===== src/source/frontend_pkg.sv =====
/*
  Shared widths, types and encodings of the fetch front end.
  The PC is word granular, so byte addresses are the PC followed by p_insn_len zeros.
  Fetch and issue width are fixed at one instruction.
*/
package frontend_pkg;

   // Address and instruction widths
   localparam int addr_w     = 32;
   localparam int insn_w     = 32;
   localparam int p_insn_len = 2;
   localparam int pc_w       = addr_w - p_insn_len;

   // Fetch queue geometry
   localparam int iq_depth   = 4;
   localparam int p_iq_depth = 2;

   typedef logic [pc_w-1:0]   pc_t;
   typedef logic [insn_w-1:0] insn_t;

   // Word PC loaded at reset
   localparam pc_t reset_vector = '0;

   // Memory request machine
   typedef enum logic [1:0] {
      fetch_idle         = 2'd0,
      fetch_wait_ack     = 2'd1,
      fetch_wait_release = 2'd2
   } fetch_state_e;

   // Per-entry fetch exception
   typedef enum logic [0:0] {
      exc_none    = 1'b0,
      exc_bus_err = 1'b1
   } fetch_exc_e;

endpackage


===== src/source/fetch_ctrl.sv =====
/*
  PC register and four-phase request machine towards instruction memory.
  Only one fetch is in flight; a flush during it marks the response stale.
  The address is held from the request edge until ack is seen high.
*/
`timescale 1ns/100ps

module fetch_ctrl (
   input  logic                            clk,
   input  logic                            reset,
   input  logic                            flush,
   input  frontend_pkg::pc_t               flush_tgt,
   input  logic                            imem_ack,
   input  frontend_pkg::insn_t             imem_rdata,
   input  logic                            imem_err,
   input  logic                            full,
   output logic                            imem_req,
   output logic [frontend_pkg::addr_w-1:0] imem_addr,
   output logic                            push,
   output frontend_pkg::insn_t             push_ins,
   output frontend_pkg::pc_t               push_pc,
   output frontend_pkg::fetch_exc_e        push_exc
);

   frontend_pkg::fetch_state_e state;
   frontend_pkg::pc_t          pc;
   frontend_pkg::pc_t          req_pc;
   logic                       stale;
   logic                       start_req;
   logic                       ack_taken;

   // New request only from idle, with room in the queue
   assign start_req = (state == frontend_pkg::fetch_idle) && !flush && !full;

   assign ack_taken = (state == frontend_pkg::fetch_wait_ack) && imem_ack;

   // A stale response or one meeting a flush is dropped
   assign push = ack_taken && !stale && !flush;

   assign push_ins = imem_rdata;
   assign push_pc  = req_pc;
   assign push_exc = imem_err ? frontend_pkg::exc_bus_err : frontend_pkg::exc_none;

   assign imem_addr = {req_pc, {frontend_pkg::p_insn_len{1'b0}}};

   // Program counter
   always_ff @(posedge clk)
   begin
      if (reset)
         pc <= frontend_pkg::reset_vector;
      else if (flush)
         pc <= flush_tgt;
      else if (push)
         pc <= pc + 1'b1;
   end

   // PC of the fetch in flight
   always_ff @(posedge clk)
   begin
      if (start_req)
         req_pc <= pc;
   end

   // Four-phase handshake
   always_ff @(posedge clk)
   begin
      if (reset)
      begin
         state    <= frontend_pkg::fetch_idle;
         imem_req <= 1'b0;
         stale    <= 1'b0;
      end
      else
      begin
         case (state)
            frontend_pkg::fetch_idle:
            begin
               if (start_req)
               begin
                  imem_req <= 1'b1;
                  state    <= frontend_pkg::fetch_wait_ack;
               end
            end
            frontend_pkg::fetch_wait_ack:
            begin
               // Handshake still completes after a flush
               if (flush)
                  stale <= 1'b1;
               if (imem_ack)
               begin
                  imem_req <= 1'b0;
                  state    <= frontend_pkg::fetch_wait_release;
               end
            end
            frontend_pkg::fetch_wait_release:
            begin
               // Memory has dropped ack, req may rise again
               if (!imem_ack)
               begin
                  stale <= 1'b0;
                  state <= frontend_pkg::fetch_idle;
               end
            end
            default:
            begin
               imem_req <= 1'b0;
               stale    <= 1'b0;
               state    <= frontend_pkg::fetch_idle;
            end
         endcase
      end
   end

endmodule


===== src/source/fetch_queue.sv =====
/*
  Circular fetch queue between fetch control and the decoder.
  Push and pop may share an edge; flush empties it and wins over both.
  Pushing into a full queue is not guarded, fetch control holds off instead.
*/
`timescale 1ns/100ps

module fetch_queue (
   input  logic                     clk,
   input  logic                     reset,
   input  logic                     flush,
   input  logic                     push,
   input  frontend_pkg::insn_t      push_ins,
   input  frontend_pkg::pc_t        push_pc,
   input  frontend_pkg::fetch_exc_e push_exc,
   input  logic                     id_pop,
   output logic                     full,
   output logic                     id_valid,
   output frontend_pkg::insn_t      id_ins,
   output frontend_pkg::pc_t        id_pc,
   output frontend_pkg::fetch_exc_e id_exc
);

   frontend_pkg::insn_t      ins_mem [frontend_pkg::iq_depth];
   frontend_pkg::pc_t        pc_mem  [frontend_pkg::iq_depth];
   frontend_pkg::fetch_exc_e exc_mem [frontend_pkg::iq_depth];

   logic [frontend_pkg::p_iq_depth-1:0] rptr;
   logic [frontend_pkg::p_iq_depth-1:0] wptr;
   logic [frontend_pkg::p_iq_depth:0]   count;
   logic                                pop;

   assign id_valid = (count != '0);
   assign full     = (count == (frontend_pkg::p_iq_depth + 1)'(frontend_pkg::iq_depth));

   // Pop without a valid entry is ignored
   assign pop = id_pop && id_valid;

   // Oldest entry towards the decoder
   assign id_ins = ins_mem[rptr];
   assign id_pc  = pc_mem[rptr];
   assign id_exc = exc_mem[rptr];

   // Entry storage
   always_ff @(posedge clk)
   begin
      if (push)
      begin
         ins_mem[wptr] <= push_ins;
         pc_mem[wptr]  <= push_pc;
         exc_mem[wptr] <= push_exc;
      end
   end

   // Pointers and occupancy
   always_ff @(posedge clk)
   begin
      if (reset || flush)
      begin
         rptr  <= '0;
         wptr  <= '0;
         count <= '0;
      end
      else
      begin
         if (push)
            wptr <= wptr + 1'b1;
         if (pop)
            rptr <= rptr + 1'b1;
         case ({push, pop})
            2'b10:   count <= count + 1'b1;
            2'b01:   count <= count - 1'b1;
            default: count <= count;
         endcase
      end
   end

endmodule


===== src/source/frontend.sv =====
/*
  Fetch front end top level.
  Memory port uses a four-phase req/ack handshake with variable latency.
  Decoder pops one entry per edge with id_valid and id_pop both high.
*/
`timescale 1ns/100ps

module frontend (
   input  logic                            clk,
   input  logic                            reset,
   input  logic                            flush,
   input  frontend_pkg::pc_t               flush_tgt,
   // Decoder side
   input  logic                            id_pop,
   output logic                            id_valid,
   output frontend_pkg::insn_t             id_ins,
   output frontend_pkg::pc_t               id_pc,
   output frontend_pkg::fetch_exc_e        id_exc,
   // Instruction memory
   input  logic                            imem_ack,
   input  frontend_pkg::insn_t             imem_rdata,
   input  logic                            imem_err,
   output logic                            imem_req,
   output logic [frontend_pkg::addr_w-1:0] imem_addr
);

   logic                     push;
   frontend_pkg::insn_t      push_ins;
   frontend_pkg::pc_t        push_pc;
   frontend_pkg::fetch_exc_e push_exc;
   logic                     full;

   fetch_ctrl fetch_ctrl_i (
      .clk        (clk),
      .reset      (reset),
      .flush      (flush),
      .flush_tgt  (flush_tgt),
      .imem_ack   (imem_ack),
      .imem_rdata (imem_rdata),
      .imem_err   (imem_err),
      .full       (full),
      .imem_req   (imem_req),
      .imem_addr  (imem_addr),
      .push       (push),
      .push_ins   (push_ins),
      .push_pc    (push_pc),
      .push_exc   (push_exc)
   );

   fetch_queue fetch_queue_i (
      .clk      (clk),
      .reset    (reset),
      .flush    (flush),
      .push     (push),
      .push_ins (push_ins),
      .push_pc  (push_pc),
      .push_exc (push_exc),
      .id_pop   (id_pop),
      .full     (full),
      .id_valid (id_valid),
      .id_ins   (id_ins),
      .id_pc    (id_pc),
      .id_exc   (id_exc)
   );

endmodule


===== config.mk =====
export PLATFORM = sky130hd
export DESIGN_NAME = frontend
export DESIGN_NICKNAME = d
export VERILOG_FILES = /design/src/source/frontend_pkg.sv /design/src/source/fetch_ctrl.sv /design/src/source/fetch_queue.sv /design/src/source/frontend.sv
export SDC_FILE = /design/constraint.sdc
export NUM_CORES = 1
export LEC_CHECK = 0
export BUFFER_PORTS_ARGS = -buffer_cell sky130_fd_sc_hd__buf_2
export CAP_MARGIN = 10
export CELL_PAD_IN_SITES_DETAIL_PLACEMENT = 0
export CELL_PAD_IN_SITES_GLOBAL_PLACEMENT = 1
export CORE_MARGIN = 1
export CORE_UTILIZATION = 51
export CTS_BUF_LIST = sky130_fd_sc_hd__clkbuf_2
export DETAILED_ROUTE_END_ITERATION = 8
export HOLD_SLACK_MARGIN = 0.15
export MAX_ROUTING_LAYER = met4
export PLACE_DENSITY_LB_ADDON = 0.1
export SLEW_MARGIN = 15
export SYNTH_ARGS = -nofsm -noshare
export SYNTH_HDL_FRONTEND = slang
export SYNTH_SLANG_ARGS = --single-unit

===== constraint.sdc =====
create_clock -name clk -period 4 [get_ports clk]
set_input_delay 0.4 -clock clk [delete_from_list [all_inputs] [get_ports clk]]
set_output_delay 0.4 -clock clk [all_outputs]
set_load 0.03 [all_outputs]

Word level (Yosys, flattened, before mapping)
Memories as Yosys holds them, arrays and structs flattened. A register that Yosys moved wholly into a read port is not among the register bits.
Index checks and enable logic that the tools add are counted.
- bits of input ports: 68
- RAM bits: 252
- logic and storage cells: 66
- output and inout port bits: 97
- memories: 3
- register bits after elaboration: 71
- memory list (name ; depth ; width ; rd ports ; clocked after memory_dff ; write ports ; line ; source):
    fetch_queue_i.ins_mem ; 4 ; 32 ; 1 ; 1 ; 1 ; fetch_queue.sv:24 ; frontend_pkg::insn_t ins_mem [frontend_pkg::iq_depth];
    fetch_queue_i.pc_mem ; 4 ; 30 ; 1 ; 1 ; 1 ; fetch_queue.sv:25 ; frontend_pkg::pc_t pc_mem [frontend_pkg::iq_depth];
    fetch_queue_i.exc_mem ; 4 ; 1 ; 1 ; 1 ; 1 ; fetch_queue.sv:26 ; frontend_pkg::fetch_exc_e exc_mem [frontend_pkg::iq_depth];
- reductions and logical operators: 17
- $add $sub $neg: 5
- muxes and demuxes: 22
- equal/unequal tests: 9
- bitwise logic cells: 2
- operators with widths (kind ; count):
    $mux 30 ; 2
    $add 30x1->30 const B ; 1
    $mux 2 ; 9
    $reduce_and 3->1 ; 3
    $mux 1 ; 7
    $logic_and 1x1->1 ; 6
    $ne 2x2->1 const B ; 3
    $pmux 1 s3 ; 2
    $pmux 2 s3 ; 1
    $pmux 3 s2 ; 1
    $add 2x1->2 const B ; 2
    $eq 2x1->1 const B ; 2
    $eq 2x2->1 const B ; 2
    $reduce_bool 2->1 ; 2
    $add 3x1->3 const B ; 1
    $eq 3x3->1 const B ; 1
    $logic_not 1->1 ; 3
    $reduce_bool 3->1 ; 1
    $sub 3x1->3 const B ; 1
    $logic_not 2->1 ; 1
    $ne 2x1->1 const B ; 1
    $not 1->1 ; 2
    $logic_or 1x1->1 ; 1

Depth between registers and ports, before layout
Gate-level depths: netlist of run 1.
- depth after elaboration: 6
- depth in mapped cells: 11
- gate-level depth less buffers: 9

Hierarchy
From an unflattened synthesis of run 1, not the netlist that was laid out.
- cells, all modules: 717
- area, all modules: 12917.4 µm²
- by module, submodules not included (module ; seq. area each (µm²) ; times used ; area each (µm²) ; cells each):
    fetch_queue ; 7747.4 ; 1 ; 9618.0 ; 378
    fetch_ctrl ; 1581.5 ; 1 ; 3299.4 ; 339

Worst setup path before layout of run 1
No wires, ideal clock.
- kind: register to register
- start: register fetch_ctrl_i.state[0]
- end: memory fetch_queue_i.exc_mem[0] (netlist name), enable pin
- required time: 3.572 ns
- slack: 0.979 ns
- buffers on the path: 2
- clock period less this slack: 3.021 ns
- library setup time: 0.428 ns
- stages on the path, launching flop included: 5
- arrival: 2.593 ns
- path through: dfxtp_1 -> buf_2 -> nor4bb_1 -> clkbuf_1 -> and3_1
- cells in the longest elaborated chain, start to end: 6
- ends and longest elaborated chain (item ; line ; source):
    start: declaration ; fetch_ctrl.sv:25 ; frontend_pkg::fetch_state_e state;
    start signal: assignment ; fetch_ctrl.sv:69 ; state <= frontend_pkg::fetch_idle;
    start signal: assignment ; fetch_ctrl.sv:81 ; state <= frontend_pkg::fetch_wait_ack;
    start signal: assignment ; fetch_ctrl.sv:92 ; state <= frontend_pkg::fetch_wait_release;
    $eq 2x1->1 ; fetch_ctrl.sv:35 ; assign ack_taken = (state == frontend_pkg::fetch_wait_ack) && imem_ack;
    $logic_and 1x1->1 ; fetch_ctrl.sv:35 ;
    $logic_and 1x1->1 (2 in a row) ; fetch_ctrl.sv:38 ; assign push = ack_taken && !stale && !flush;
    $mux 1 ; fetch_queue.sv:47 ; if (push)
    $mux 1 (not written as such) ; fetch_queue.sv:51 ; exc_mem[wptr] <= push_exc;
    end: declaration ; fetch_queue.sv:26 ;
Every way passes these cells.

==> impl_metrics.csv, run 1 <==
group,metric,value,unit
run_status,status,"complete, no violations",
synthesis,yosys_most_used_dff,"edfxtp_1",
grt,grt_pass1_wl,39.4,mm
pwr,p_per_area,418,nW/um^2
timing,setup_viol,0,
worst_setup_path,critical_path_class,"reg -> out",
cts,clockBufferDepth,3,
timing,slew_headroom,30.6,%
layout,n_fill_cell,1756,
cts,clk_pin_slew,0.11,ns
grt,grtUsageMet2,35.9,%
synthesis,syn-cell-area,12300,sq um
cts,clk_latency,0.83,ns
worst_setup_path,rr_startpoint,"fetch_ctrl_i.state[0]",
worst_setup_path,crit_path_start_kind,"flip-flop",
timing,worst-slew-pin-transition,1.04,ns
cts,cts_resized,0,
cts,cts_tree,"done",
grt,grt_pass1_vias,7354,
die,die_w,157,microns
cts,postCtsSetupRepairBufs,0,
die,row_count,56,
timing,fin_setup_tns,0,ns
worst_setup_path,crit_required,3.60,ns
hold_path,hold_start,"imem_rdata[30]",
routing,vias_per_cell,5.24,
synthesis,syn_inst,638,
routing,antenna_left,0,
layout,seq_area,9340,sq um
timing,fmax,313,MHz
die,dieArea,24800,sq um
timing,finalCritPeriodShare,79.9,%
layout,fin_nets,1033,
synthesis,syn_avg_cell_area,19.3,sq um
cts,numCtsBuffers,81,
pwr,irDropWorstVdd,192,uV
synthesis,synth_seq_cells,325,
pwr,leakagePower,5.39,nW
routing,first_pass_iters,5,
cts,clockRootBuffer,"clkbuf_2",
layout,final_common_cell,"edfxtp_1",
synthesis,yosysSeqAreaShare,75.8,%
layout,final_cell_mix,"282 x edfxtp_1, 162 x buf_2, 118 x clkbuf_2",
grt,busiest_layer,"met2",
grt,antenna_found_initial,1,
grt,grt_usage,22.1,%
place,port_buffers,162,
die,initial_core_util,52.3,%
synthesis,synthArstFlopShare,0,%
routing,first_iter_violations,358,
place,hpwlAfterDp,15.0,mm
die,die_h,157,microns
synthesis,yosysTopAreaCell,"edfxtp_1",
die,core_area,23500,sq um
synthesis,synth_edf_count,282,
synthesis,yosys_warnings,0,
worst_setup_path,worstPathArrival,2.79,ns
timing,slew_violations,0,
layout,drive_gt1_share,36.3,%
timing,clock_skew,0.0851,ns
grt,grt_util_met3,5.51,%
cts,cts.sinks,325,
timing,rsz0062_at_grt,"false",
die,io_pins,165,
grt,grt_max_degree,64,
layout,multiInputGateArea,2820,sq um
timing,hold_violations,0,
hold_path,hold_class,"in -> reg",
routing,vias,7030,
routing,drt_wl_total,25.9,mm
layout,syn_to_final_growth,23.4,%
synthesis,ys_types,41,
grt,grt-ovfl-total,0,
synthesis,synth_area_leaders,"edfxtp_1 69%, mux4_2 12%, dfxtp_1 7.0%",
synthesis,synth_top_area_share,68.8,%
routing,wl_per_cell,19.3,microns
timing,fin_crit,3.19,ns
grt,grt_use_met1,27.4,%
timing,hold_slack,0.335,ns
cts,cts.htree.levels,3,
worst_setup_path,crit_fanout,38,
flow_run,maxCapViolCount,0,
place,place_congestion,0.817,
worst_setup_path,critPathCaptureType,"output pin",
routing,drcViolationCount,0,
==> layer usage <==
metal	vias to the layer above	wire length, microns
met2	241	13000
li1	3232	-
met5	-	0
met4	0	357
met1	3523	11000
met3	34	1560
==> cells by family (layout without fill, tap and decap cells) <==
logic type | after synthesis | in the layout | synth area share (%)
AOI/OAI and AO/OA | 45 | 45 | 2.52
xor gates and xnor gates | 32 | 32 | 2.28
adders and majority gates | 7 | 7 | 0.773
buffers and inverters | 44 | 427 | 1.48
DFF | 325 | 325 | 75.8
muxes | 66 | 66 | 11.8
other | 1 | 3 | 0.0305
and+or+nand+nor | 118 | 118 | 5.32
==> report_power, final <==
| part | switching (W) | leakage (nW) | internal (W) |
|---|---|---|---|
| Sequential | 0.0000691 | 2.93 | 0.00376 |
| Combinational | 0.000219 | 1.90 | 0.000166 |
| Clock | 0.00128 | 0.561 | 0.000858 |
| Total | 0.00157 | 5.39 | 0.00478 |
==> worst paths after layout <==
path	endpoint	slack (ns)	cells after the start
worst max-delay path	id_pc[14]	0.81	3
worst min-delay path	fetch_queue_i.ins_mem[3][30]	0.33	2
worst min register to register	fetch_ctrl_i.push_pc[27]	0.46	0
worst max register to register	fetch_ctrl_i.pc[5]	1.42	7
==> layout make-up <==
type | count | share of cell area (%)
Tap cell | 319 | 2.63
Antenna cell | 1 | 0.0165
Clock inverter | 29 | 0.931
Clock buffer | 118 | 3.89
Inverter | 15 | 0.371
Multi-Input combinational cell | 270 | 18.5
Timing Repair Buffer | 265 | 12.1
Sequential cell | 325 | 61.5
==> Yosys cell counts, types with 3 or more instances <==
library cell,instances
ha_1,6
o21ai_0,6
nor4_4,3
or3_1,4
nor3_1,5
and3_1,6
mux4_2,63
inv_1,14
nand3_1,16
a211oi_1,14
nand2_1,25
xnor2_1,10
xor2_1,22
mux2i_1,3
buf_2,8
a21oi_1,13
edfxtp_1,282
dfxtp_1,43
clkbuf_1,19
a211oi_2,4
nand4_1,8
nor2_1,39
==> worst max-delay path: stages (launching register included) <==
cell and delay (ns):
dfxtp_4 0.90, buf_12 0.31, mux4_2 0.54, buf_2 0.19
==> stage by stage <==
stage / util [%] / instances / power, W / instance area, sq um / setup slack, ns
after detailed placement: 57.2 / 1095 / 0.00421 / 13500 / 1.58
final: 64.5 / 1342 / 0.00635 / 15200 / 0.805
after global routing: 64.5 / 1342 / 0.00664 / 15200 / 0.515
after global placement: 57.2 / 1095 / 0.00419 / 13500 / 1.62
after floorplan: - / 639 / 0.00407 / 12300 / 0.979
after CTS: 64.5 / 1341 / 0.00641 / 15200 / 0.625
==> repair_timing <==
| item | in CTS | in global routing |
|---|---|---|
| endpoints found under the setup margin | 0 | 0 |
| hold endpoints to repair | 174 | 0 |
| hold buffers | 99 | 0 |
==> registers in the layout (all words and copies together), names as in the netlist, named ones only <==
name / count
fetch_ctrl_i.pc: 30
fetch_ctrl_i.state: 2
fetch_ctrl_i.stale: 1
fetch_queue_i.ins_mem: 128
fetch_ctrl_i.push_pc: 30
fetch_queue_i.wptr: 2
fetch_queue_i.rptr: 2
fetch_ctrl_i.imem_req: 1
fetch_queue_i.pc_mem: 120
fetch_queue_i.exc_mem: 4
fetch_queue_i.count: 3
Note: power is estimated with default switching activity, not from simulation.
==> inputs of run 2 (changes only) <==
--- a/config.mk
+++ b/config.mk
@@ -10,7 +10,7 @@
 export CELL_PAD_IN_SITES_DETAIL_PLACEMENT = 0
 export CELL_PAD_IN_SITES_GLOBAL_PLACEMENT = 1
 export CORE_MARGIN = 1
-export CORE_UTILIZATION = 51
+export CORE_UTILIZATION = 46
 export CTS_BUF_LIST = sky130_fd_sc_hd__clkbuf_2
 export DETAILED_ROUTE_END_ITERATION = 8
 export HOLD_SLACK_MARGIN = 0.15
==> constraint.sdc (replaced) <==
create_clock -name clk -period 2.9 [get_ports clk]
set_input_delay 0.29 -clock clk [delete_from_list [all_inputs] [get_ports clk]]
set_output_delay 0.29 -clock clk [all_outputs]
set_load 0.03 [all_outputs]
==> run 2 against run 1 <==
The run now ends with DRC left. Clock skew down 0.040 ns. Via count up 2.1%. Non-clock buffer count up 48. Hold slack worse by 0.092 ns. Power up 41%. Sequential share of layout area down 2.3 points. First-iteration DRC count up 21%. Clock-buffer cell count down 1. Die area up 11%. Sequential power up 38%. Routed wire length up 2.8%. Largest cell class unchanged.
==> impl_metrics.csv, run 2 (synthesized netlist as in run 1, its figures left out) <==
group,metric,value,unit
timing,setup_viol,0,
worst_setup_path,slowest_delay,0.61,ns
worst_setup_path,critPathCaptureType,"output pin",
place,place_congestion,0.801,
worst_setup_path,critical_path_class,"reg -> out",
worst_setup_path,worstPathArrival,2.44,ns
grt,grt_pass1_wl,41.1,mm
worst_setup_path,cp.depth,3,
cts,clockBufferDepth,3,
routing,antenna_left,0,
die,io_pins,165,
layout,largest_register_ffs,128,
worst_setup_path,crit_path_end,"id_pc[10]",
layout,fin_nets,1083,
worst_setup_path,worst-r2r-cell-count,7,
run_status,violations,"DRC",
worst_setup_path,rr_startpoint,"fetch_ctrl_i.pc[0]",
layout,final_cell_mix,"282 x edfxtp_1, 162 x buf_2, 135 x dlygate4sd3_1",
grt,grt_max_degree,64,
cts,cts.sinks,325,
worst_setup_path,rr_endpoint,"fetch_ctrl_i.pc[20]",
cts,numCtsBuffers,83,
routing,drt_wl_total,26.6,mm
grt,grt_pass1_vias,7608,
timing,fmax,366,MHz
timing,slew_headroom,63.5,%
die,core_area,26100,sq um
hold_path,hold_class,"in -> reg",
cts,hold_buffers,135,
die,dieArea,27400,sq um
worst_setup_path,slowest_stage,"mux4_2",
cts,cts.htree.levels,3,
grt,grt_usage,20.8,%
routing,drcViolationCount,26,
timing,worst-slew-pin-transition,0.543,ns
layout,final_common_cell,"edfxtp_1",
pwr,power,0.00897,W
flow_run,maxCapViolCount,0,
cts,cts_tree,"done",
cts,cts_resized,0,
pwr,irDropWorstVdd,316,uV
layout,n_fill_cell,2081,
pwr,p_per_area,569,nW/um^2
layout,reg_top3,"fetch_queue_i.ins_mem x128, fetch_queue_i.pc_mem x120",
place,hpwlAfterDp,16.1,mm
timing,fin_setup_tns,0,ns
timing,slew_violations,0,
die,row_count,59,
timing,hold_violations,0,
routing,first_iter_violations,434,
die,die_w,166,microns
cts,clk_pin_slew,0.11,ns
place,port_buffers,162,
die,initial_core_util,47.1,%
cts,clockRootBuffer,"clkbuf_2",
pwr,leakagePower,5.66,nW
worst_setup_path,reg2reg_slack,0.32,ns
worst_setup_path,path_delay_family,"buffers and inverters",
grt,antenna_found_initial,1,
grt,grt-ovfl-total,0,
worst_setup_path,crit_required,2.61,ns
layout,syn_to_final_growth,28.2,%
layout,drive_gt1_share,36.0,%
timing,finalCritPeriodShare,94.3,%
routing,vias_per_cell,5.10,
routing,vias,7175,
die,die_h,166,microns
layout,regMostFlops,"fetch_queue_i.ins_mem",
worst_setup_path,crit_fanout,63,
routing,first_pass_iters,7,
timing,fin_crit,2.73,ns
worst_setup_path,cp_num_buf_inv,2,
cts,postCtsSetupRepairBufs,0,
timing,clock_skew,0.0452,ns
worst_setup_path,crit_path_start_kind,"flip-flop",
worst_setup_path,crit_path_cell_trace,"buf_12, mux4_2, buf_2",
routing,wl_per_cell,18.9,microns
cts,clk_latency,0.85,ns
run_status,status,"complete, but fails checks",
[run 2: changes by cell type in the layout (fill, tap and decap cells not counted), sizes merged]
| cell | before | now |
|---|---|---|
| buf | 166 | 178 |
| bufinv | 1 | 3 |
| clkbuf | 118 | 117 |
| clkinv | 26 | 27 |
| dlygate4sd3 | 99 | 135 |
| inv | 17 | 15 |
[run 2: per-layer routing]
layer	track usage, %	vias to the layer above	share of wire (%)
met3	4.20	38	5.6
met4	7.60	0	1.6
li1	-	3333	-
met2	33.6	213	50
met1	26.1	3591	42
met5	-	-	0
[run 2: worst min-delay path by stage]
stage | startpoint | endpoint | slack, ns | depth (start not counted)
5_1_grt | imem_rdata[2] | fetch_queue_i.ins_mem[0][2] | 0.16 | 2
2_1_floorplan | imem_err | fetch_queue_i.exc_mem[0] | 0.39 | 0
3_5_place_dp | fetch_ctrl_i.pc[29] | fetch_ctrl_i.push_pc[29] | 0.44 | 0
3_3_place_gp | fetch_ctrl_i.pc[27] | fetch_ctrl_i.push_pc[27] | 0.44 | 0
4_1_cts | imem_rdata[1] | fetch_queue_i.ins_mem[2][1] | 0.15 | 2
6_report | imem_rdata[6] | fetch_queue_i.ins_mem[3][6] | 0.24 | 2
[run 2: area by class of cell]
cell class	count	area, sq um	share of cell area (%)
Sequential cell	325	9340	59.2
Clock inverter	30	198	1.25
Clock buffer	117	586	3.71
Inverter	15	56.3	0.357
Multi-Input combinational cell	270	2820	17.9
Tap cell	335	419	2.66
Antenna cell	1	2.50	0.0159
Timing Repair Buffer	313	2360	14.9
[run 2: metrics by stage]
step | area, sq um | hold WS, ns | util (%) | setup WS, ns | instances
final | 15800 | 0.243 | 60.4 | 0.167 | 1406
after global routing | 15800 | 0.158 | 60.4 | -0.00528 | 1406
after CTS | 15800 | 0.150 | 60.3 | 0.0348 | 1405
after detailed placement | 13600 | 0.437 | 52.2 | 0.712 | 1123
after global placement | 13600 | 0.438 | 52.2 | 0.763 | 1123
after floorplan | 12300 | 0.389 | - | 0.571 | 639
[run 2: worst register-to-register path, stage by stage (launching register included)]
cell and delay [ns]:
dfxtp_1 0.49, ha_1 0.26, nand2_1 0.15, nor4_4 0.49
nand4_1 0.17, xor2_1 0.17, a211oi_1 0.24, dlygate4sd3_1 0.58
[run 2: power by group]
group	switching, W	internal (W)	total [W]
combinational	0.000307	0.000265	0.000572
clock	0.00177	0.00135	0.00312
sequential	0.0000956	0.00518	0.00528
==> inputs of run 3 (changes only) <==
--- a/config.mk
+++ b/config.mk
@@ -5,12 +5,13 @@
 export SDC_FILE = /design/constraint.sdc
 export NUM_CORES = 1
 export LEC_CHECK = 0
+export ABC_AREA = 1
 export BUFFER_PORTS_ARGS = -buffer_cell sky130_fd_sc_hd__buf_2
 export CAP_MARGIN = 10
 export CELL_PAD_IN_SITES_DETAIL_PLACEMENT = 0
 export CELL_PAD_IN_SITES_GLOBAL_PLACEMENT = 1
-export CORE_MARGIN = 1
-export CORE_UTILIZATION = 46
+export CORE_MARGIN = 3
+export CORE_UTILIZATION = 43
 export CTS_BUF_LIST = sky130_fd_sc_hd__clkbuf_2
 export DETAILED_ROUTE_END_ITERATION = 8
 export HOLD_SLACK_MARGIN = 0.15
==> run 3 against run 2 <==
The run now ends clean. Sequential power about the same. Via count grew 32%. Critical path depth grew 8. Synthesized area grew 4.8%. Clock skew grew 0.013 ns. Final area increased by 4.3%. Synthesized cell count is 68% higher. Core utilization fell by 3.8 points. Setup slack improved by 0.051 ns. Final cell count grew 33%. Die area rose by 17%. Highest routed layer unchanged.
==> impl_metrics.csv, run 3 <==
group,metric,value,unit
routing,vias,9453,
grt,grt_use_met1,25.3,%
worst_setup_path,crit_start,"fetch_ctrl_i.pc[12]",
worst_setup_path,rr_endpoint,"fetch_ctrl_i.pc[24]",
grt,grt_util_met3,4.15,%
worst_setup_path,critPathCaptureType,"flip-flop",
die,dieArea,32100,sq um
routing,vias_per_cell,5.04,
flow_run,maxCapViolCount,0,
worst_setup_path,rr_startpoint,"fetch_ctrl_i.pc[12]",
routing,antenna_left,0,
worst_setup_path,worstPathArrival,3.39,ns
hold_path,hold_class,"in -> reg",
timing,slew_headroom,58.8,%
synthesis,synth_edf_count,282,
timing,setup_viol,0,
worst_setup_path,worst-r2r-cell-count,11,
die,initial_core_util,44.3,%
cts,clk_latency,0.85,ns
layout,final_common_cell,"edfxtp_1",
layout,final_cell_mix,"282 x edfxtp_1, 177 x nor2_1, 162 x buf_2",
timing,hold_slack,0.251,ns
place,dp_cells,1581,
pwr,irDropWorstVdd,241,uV
pwr,leakagePower,6.14,nW
cts,cts.htree.levels,3,
layout,final_cells,1877,
synthesis,synthTopCellsByCount,"282 x edfxtp_1, 181 x nor2_1, 155 x o21ai_0, 107 x nand2_1, 63 x o22ai_1",
layout,reg_top3,"fetch_queue_i.ins_mem x128, fetch_queue_i.pc_mem x120",
timing,fin_crit,2.68,ns
place,dpl_cell_area,14200,sq um
cts,clockRootBuffer,"clkbuf_2",
cts,numCtsBuffers,84,
worst_setup_path,crit_fanout,5,
synthesis,syn_avg_cell_area,12.0,sq um
grt,antenna_found_initial,1,
layout,largest_register_ffs,128,
grt,grt_usage,20.3,%
timing,worst-slew-pin-transition,0.613,ns
place,hpwlAfterDp,18.2,mm
synthesis,synth_seq_cells,325,
synthesis,ys_types,39,
grt,grt_pass1_wl,49.2,mm
place,place_congestion,0.858,
layout,syn_to_final_growth,27.6,%
timing,rsz0062_at_grt,"false",
synthesis,synth_area_leaders,"edfxtp_1 66%, dfxtp_1 6.7%, o21ai_0 6.0%",
synthesis,yosysTopAreaCell,"edfxtp_1",
run_status,status,"complete, no violations",
layout,design_area,16500,sq um
grt,busiest_layer,"met2",
worst_setup_path,reg2reg_slack,0.22,ns
pwr,p_per_area,543,nW/um^2
worst_setup_path,critical_path_class,"reg -> reg",
worst_setup_path,crit_path_end,"fetch_ctrl_i.pc[24]",
synthesis,yosysSeqAreaShare,72.4,%
routing,drcViolationCount,0,
layout,regMostFlops,"fetch_queue_i.ins_mem",
layout,drive_gt1_share,23.4,%
synthesis,synth_top_area_share,65.7,%
synthesis,synthArstFlopShare,0,%
grt,grt-ovfl-total,0,
timing,fin_setup_tns,0,ns
timing,slew_violations,0,
timing,hold_violations,0,
cts,cts.sinks,325,
cts,cts_tree,"done",
layout,fin_nets,1504,
worst_setup_path,crit_required,3.61,ns
worst_setup_path,crit_path_start_kind,"flip-flop",
place,port_buffers,162,
routing,wl_per_cell,16.7,microns
timing,clock_skew,0.0581,ns
pwr,power,0.00894,W
synthesis,syn_inst,1071,
synthesis,yosys_most_used_dff,"edfxtp_1",
routing,drt_wl_total,31.4,mm
timing,finalCritPeriodShare,92.5,%
die,io_pins,165,
timing,fmax,373,MHz
die,die_h,179,microns
cts,clockBufferDepth,3,
die,row_count,62,
die,die_w,179,microns
synthesis,yosysMostFrequentCell,"edfxtp_1",
synthesis,yosys_warnings,0,
routing,first_iter_violations,629,
grt,grtUsageMet2,33.0,%
routing,first_pass_iters,5,
die,core_area,29100,sq um
grt,grt_pass1_vias,9412,
cts,clk_pin_slew,0.09,ns
synthesis,syn-cell-area,12900,sq um
grt,grt_max_degree,127,
-- run 3: routing by layer --
| metal | vias to the layer above | routed length (microns) |
|---|---|---|
| li1 | 4606 | - |
| met1 | 4541 | 13500 |
| met2 | 254 | 15500 |
| met3 | 52 | 1780 |
| met4 | 0 | 658 |
| met5 | - | 0 |
-- run 3: worst min-delay path by stage --
stage	from	to	slack [ns]	depth (start not counted)
after global routing	imem_rdata[4]	fetch_queue_i.ins_mem[2][4]	0.16	2
after CTS	imem_rdata[13]	fetch_queue_i.ins_mem[0][13]	0.15	2
after detailed placement	fetch_queue_i.count[2]	fetch_queue_i.count[2]	0.45	1
after global placement	fetch_queue_i.count[2]	fetch_queue_i.count[2]	0.45	1
after floorplan	reset	fetch_ctrl_i.pc[11]	0.37	1
final	imem_rdata[18]	fetch_queue_i.ins_mem[1][18]	0.25	2
-- run 3: timing repair --
action	in CTS	in global routing
endpoints found under the hold margin	202	0
setup buffers	0	2
setup endpoints to repair	14	30
pin swaps	0	1
gates cloned	0	0
hold buffers	144	0
gates resized for setup	2	8
-- run 3: worst max-delay path, stage by stage, from the launching register on --
cell and delay [ns]:
dfxtp_1 0.44, nand2_1 0.11, nor2_1 0.28, nand2_1 0.15, nor2_4 0.20, nand2_1 0.07, nand2_1 0.06, nand3_1 0.06
nand2_1 0.07, dlygate4sd3_1 0.54, a21oi_1 0.05, dlygate4sd3_1 0.57
-- run 3: stage by stage --
stage	setup slack (ns)	util, %
after global routing	0.000208	56.6
after floorplan	-1.04	-
after detailed placement	0.686	48.8
final	0.218	56.6
after CTS	0.0250	56.4
after global placement	0.722	48.8
-- run 3: area by class of cell --
type                    count  area (sq um)
diodes                      2          5.00
multi-input cells         634          3160
fillers                  2581         12600
well taps                 384           480
flip-flops and latches    325          9340
clock inverters            25           135
clock buffers             123           616
inverters                  59           228
repair buffers            325          2490
-- run 3: power breakdown --
group	leakage, nW	total, W	switching, W	internal (W)
Sequential	2.93	0.00528	0.0000964	0.00518
Combinational	2.64	0.000650	0.000371	0.000279
Clock	0.572	0.00301	0.00179	0.00122
-- run 3: kinds of logic after synthesis --
| group | synth area share (%) |
|---|---|
| compound gates | 11.1 |
| xor+xnor | 0.476 |
| fa+ha+maj | 0.738 |
| buf+inv | 3.52 |
| flops | 72.4 |
| other cells | 0.0291 |
| simple gates | 11.7 |
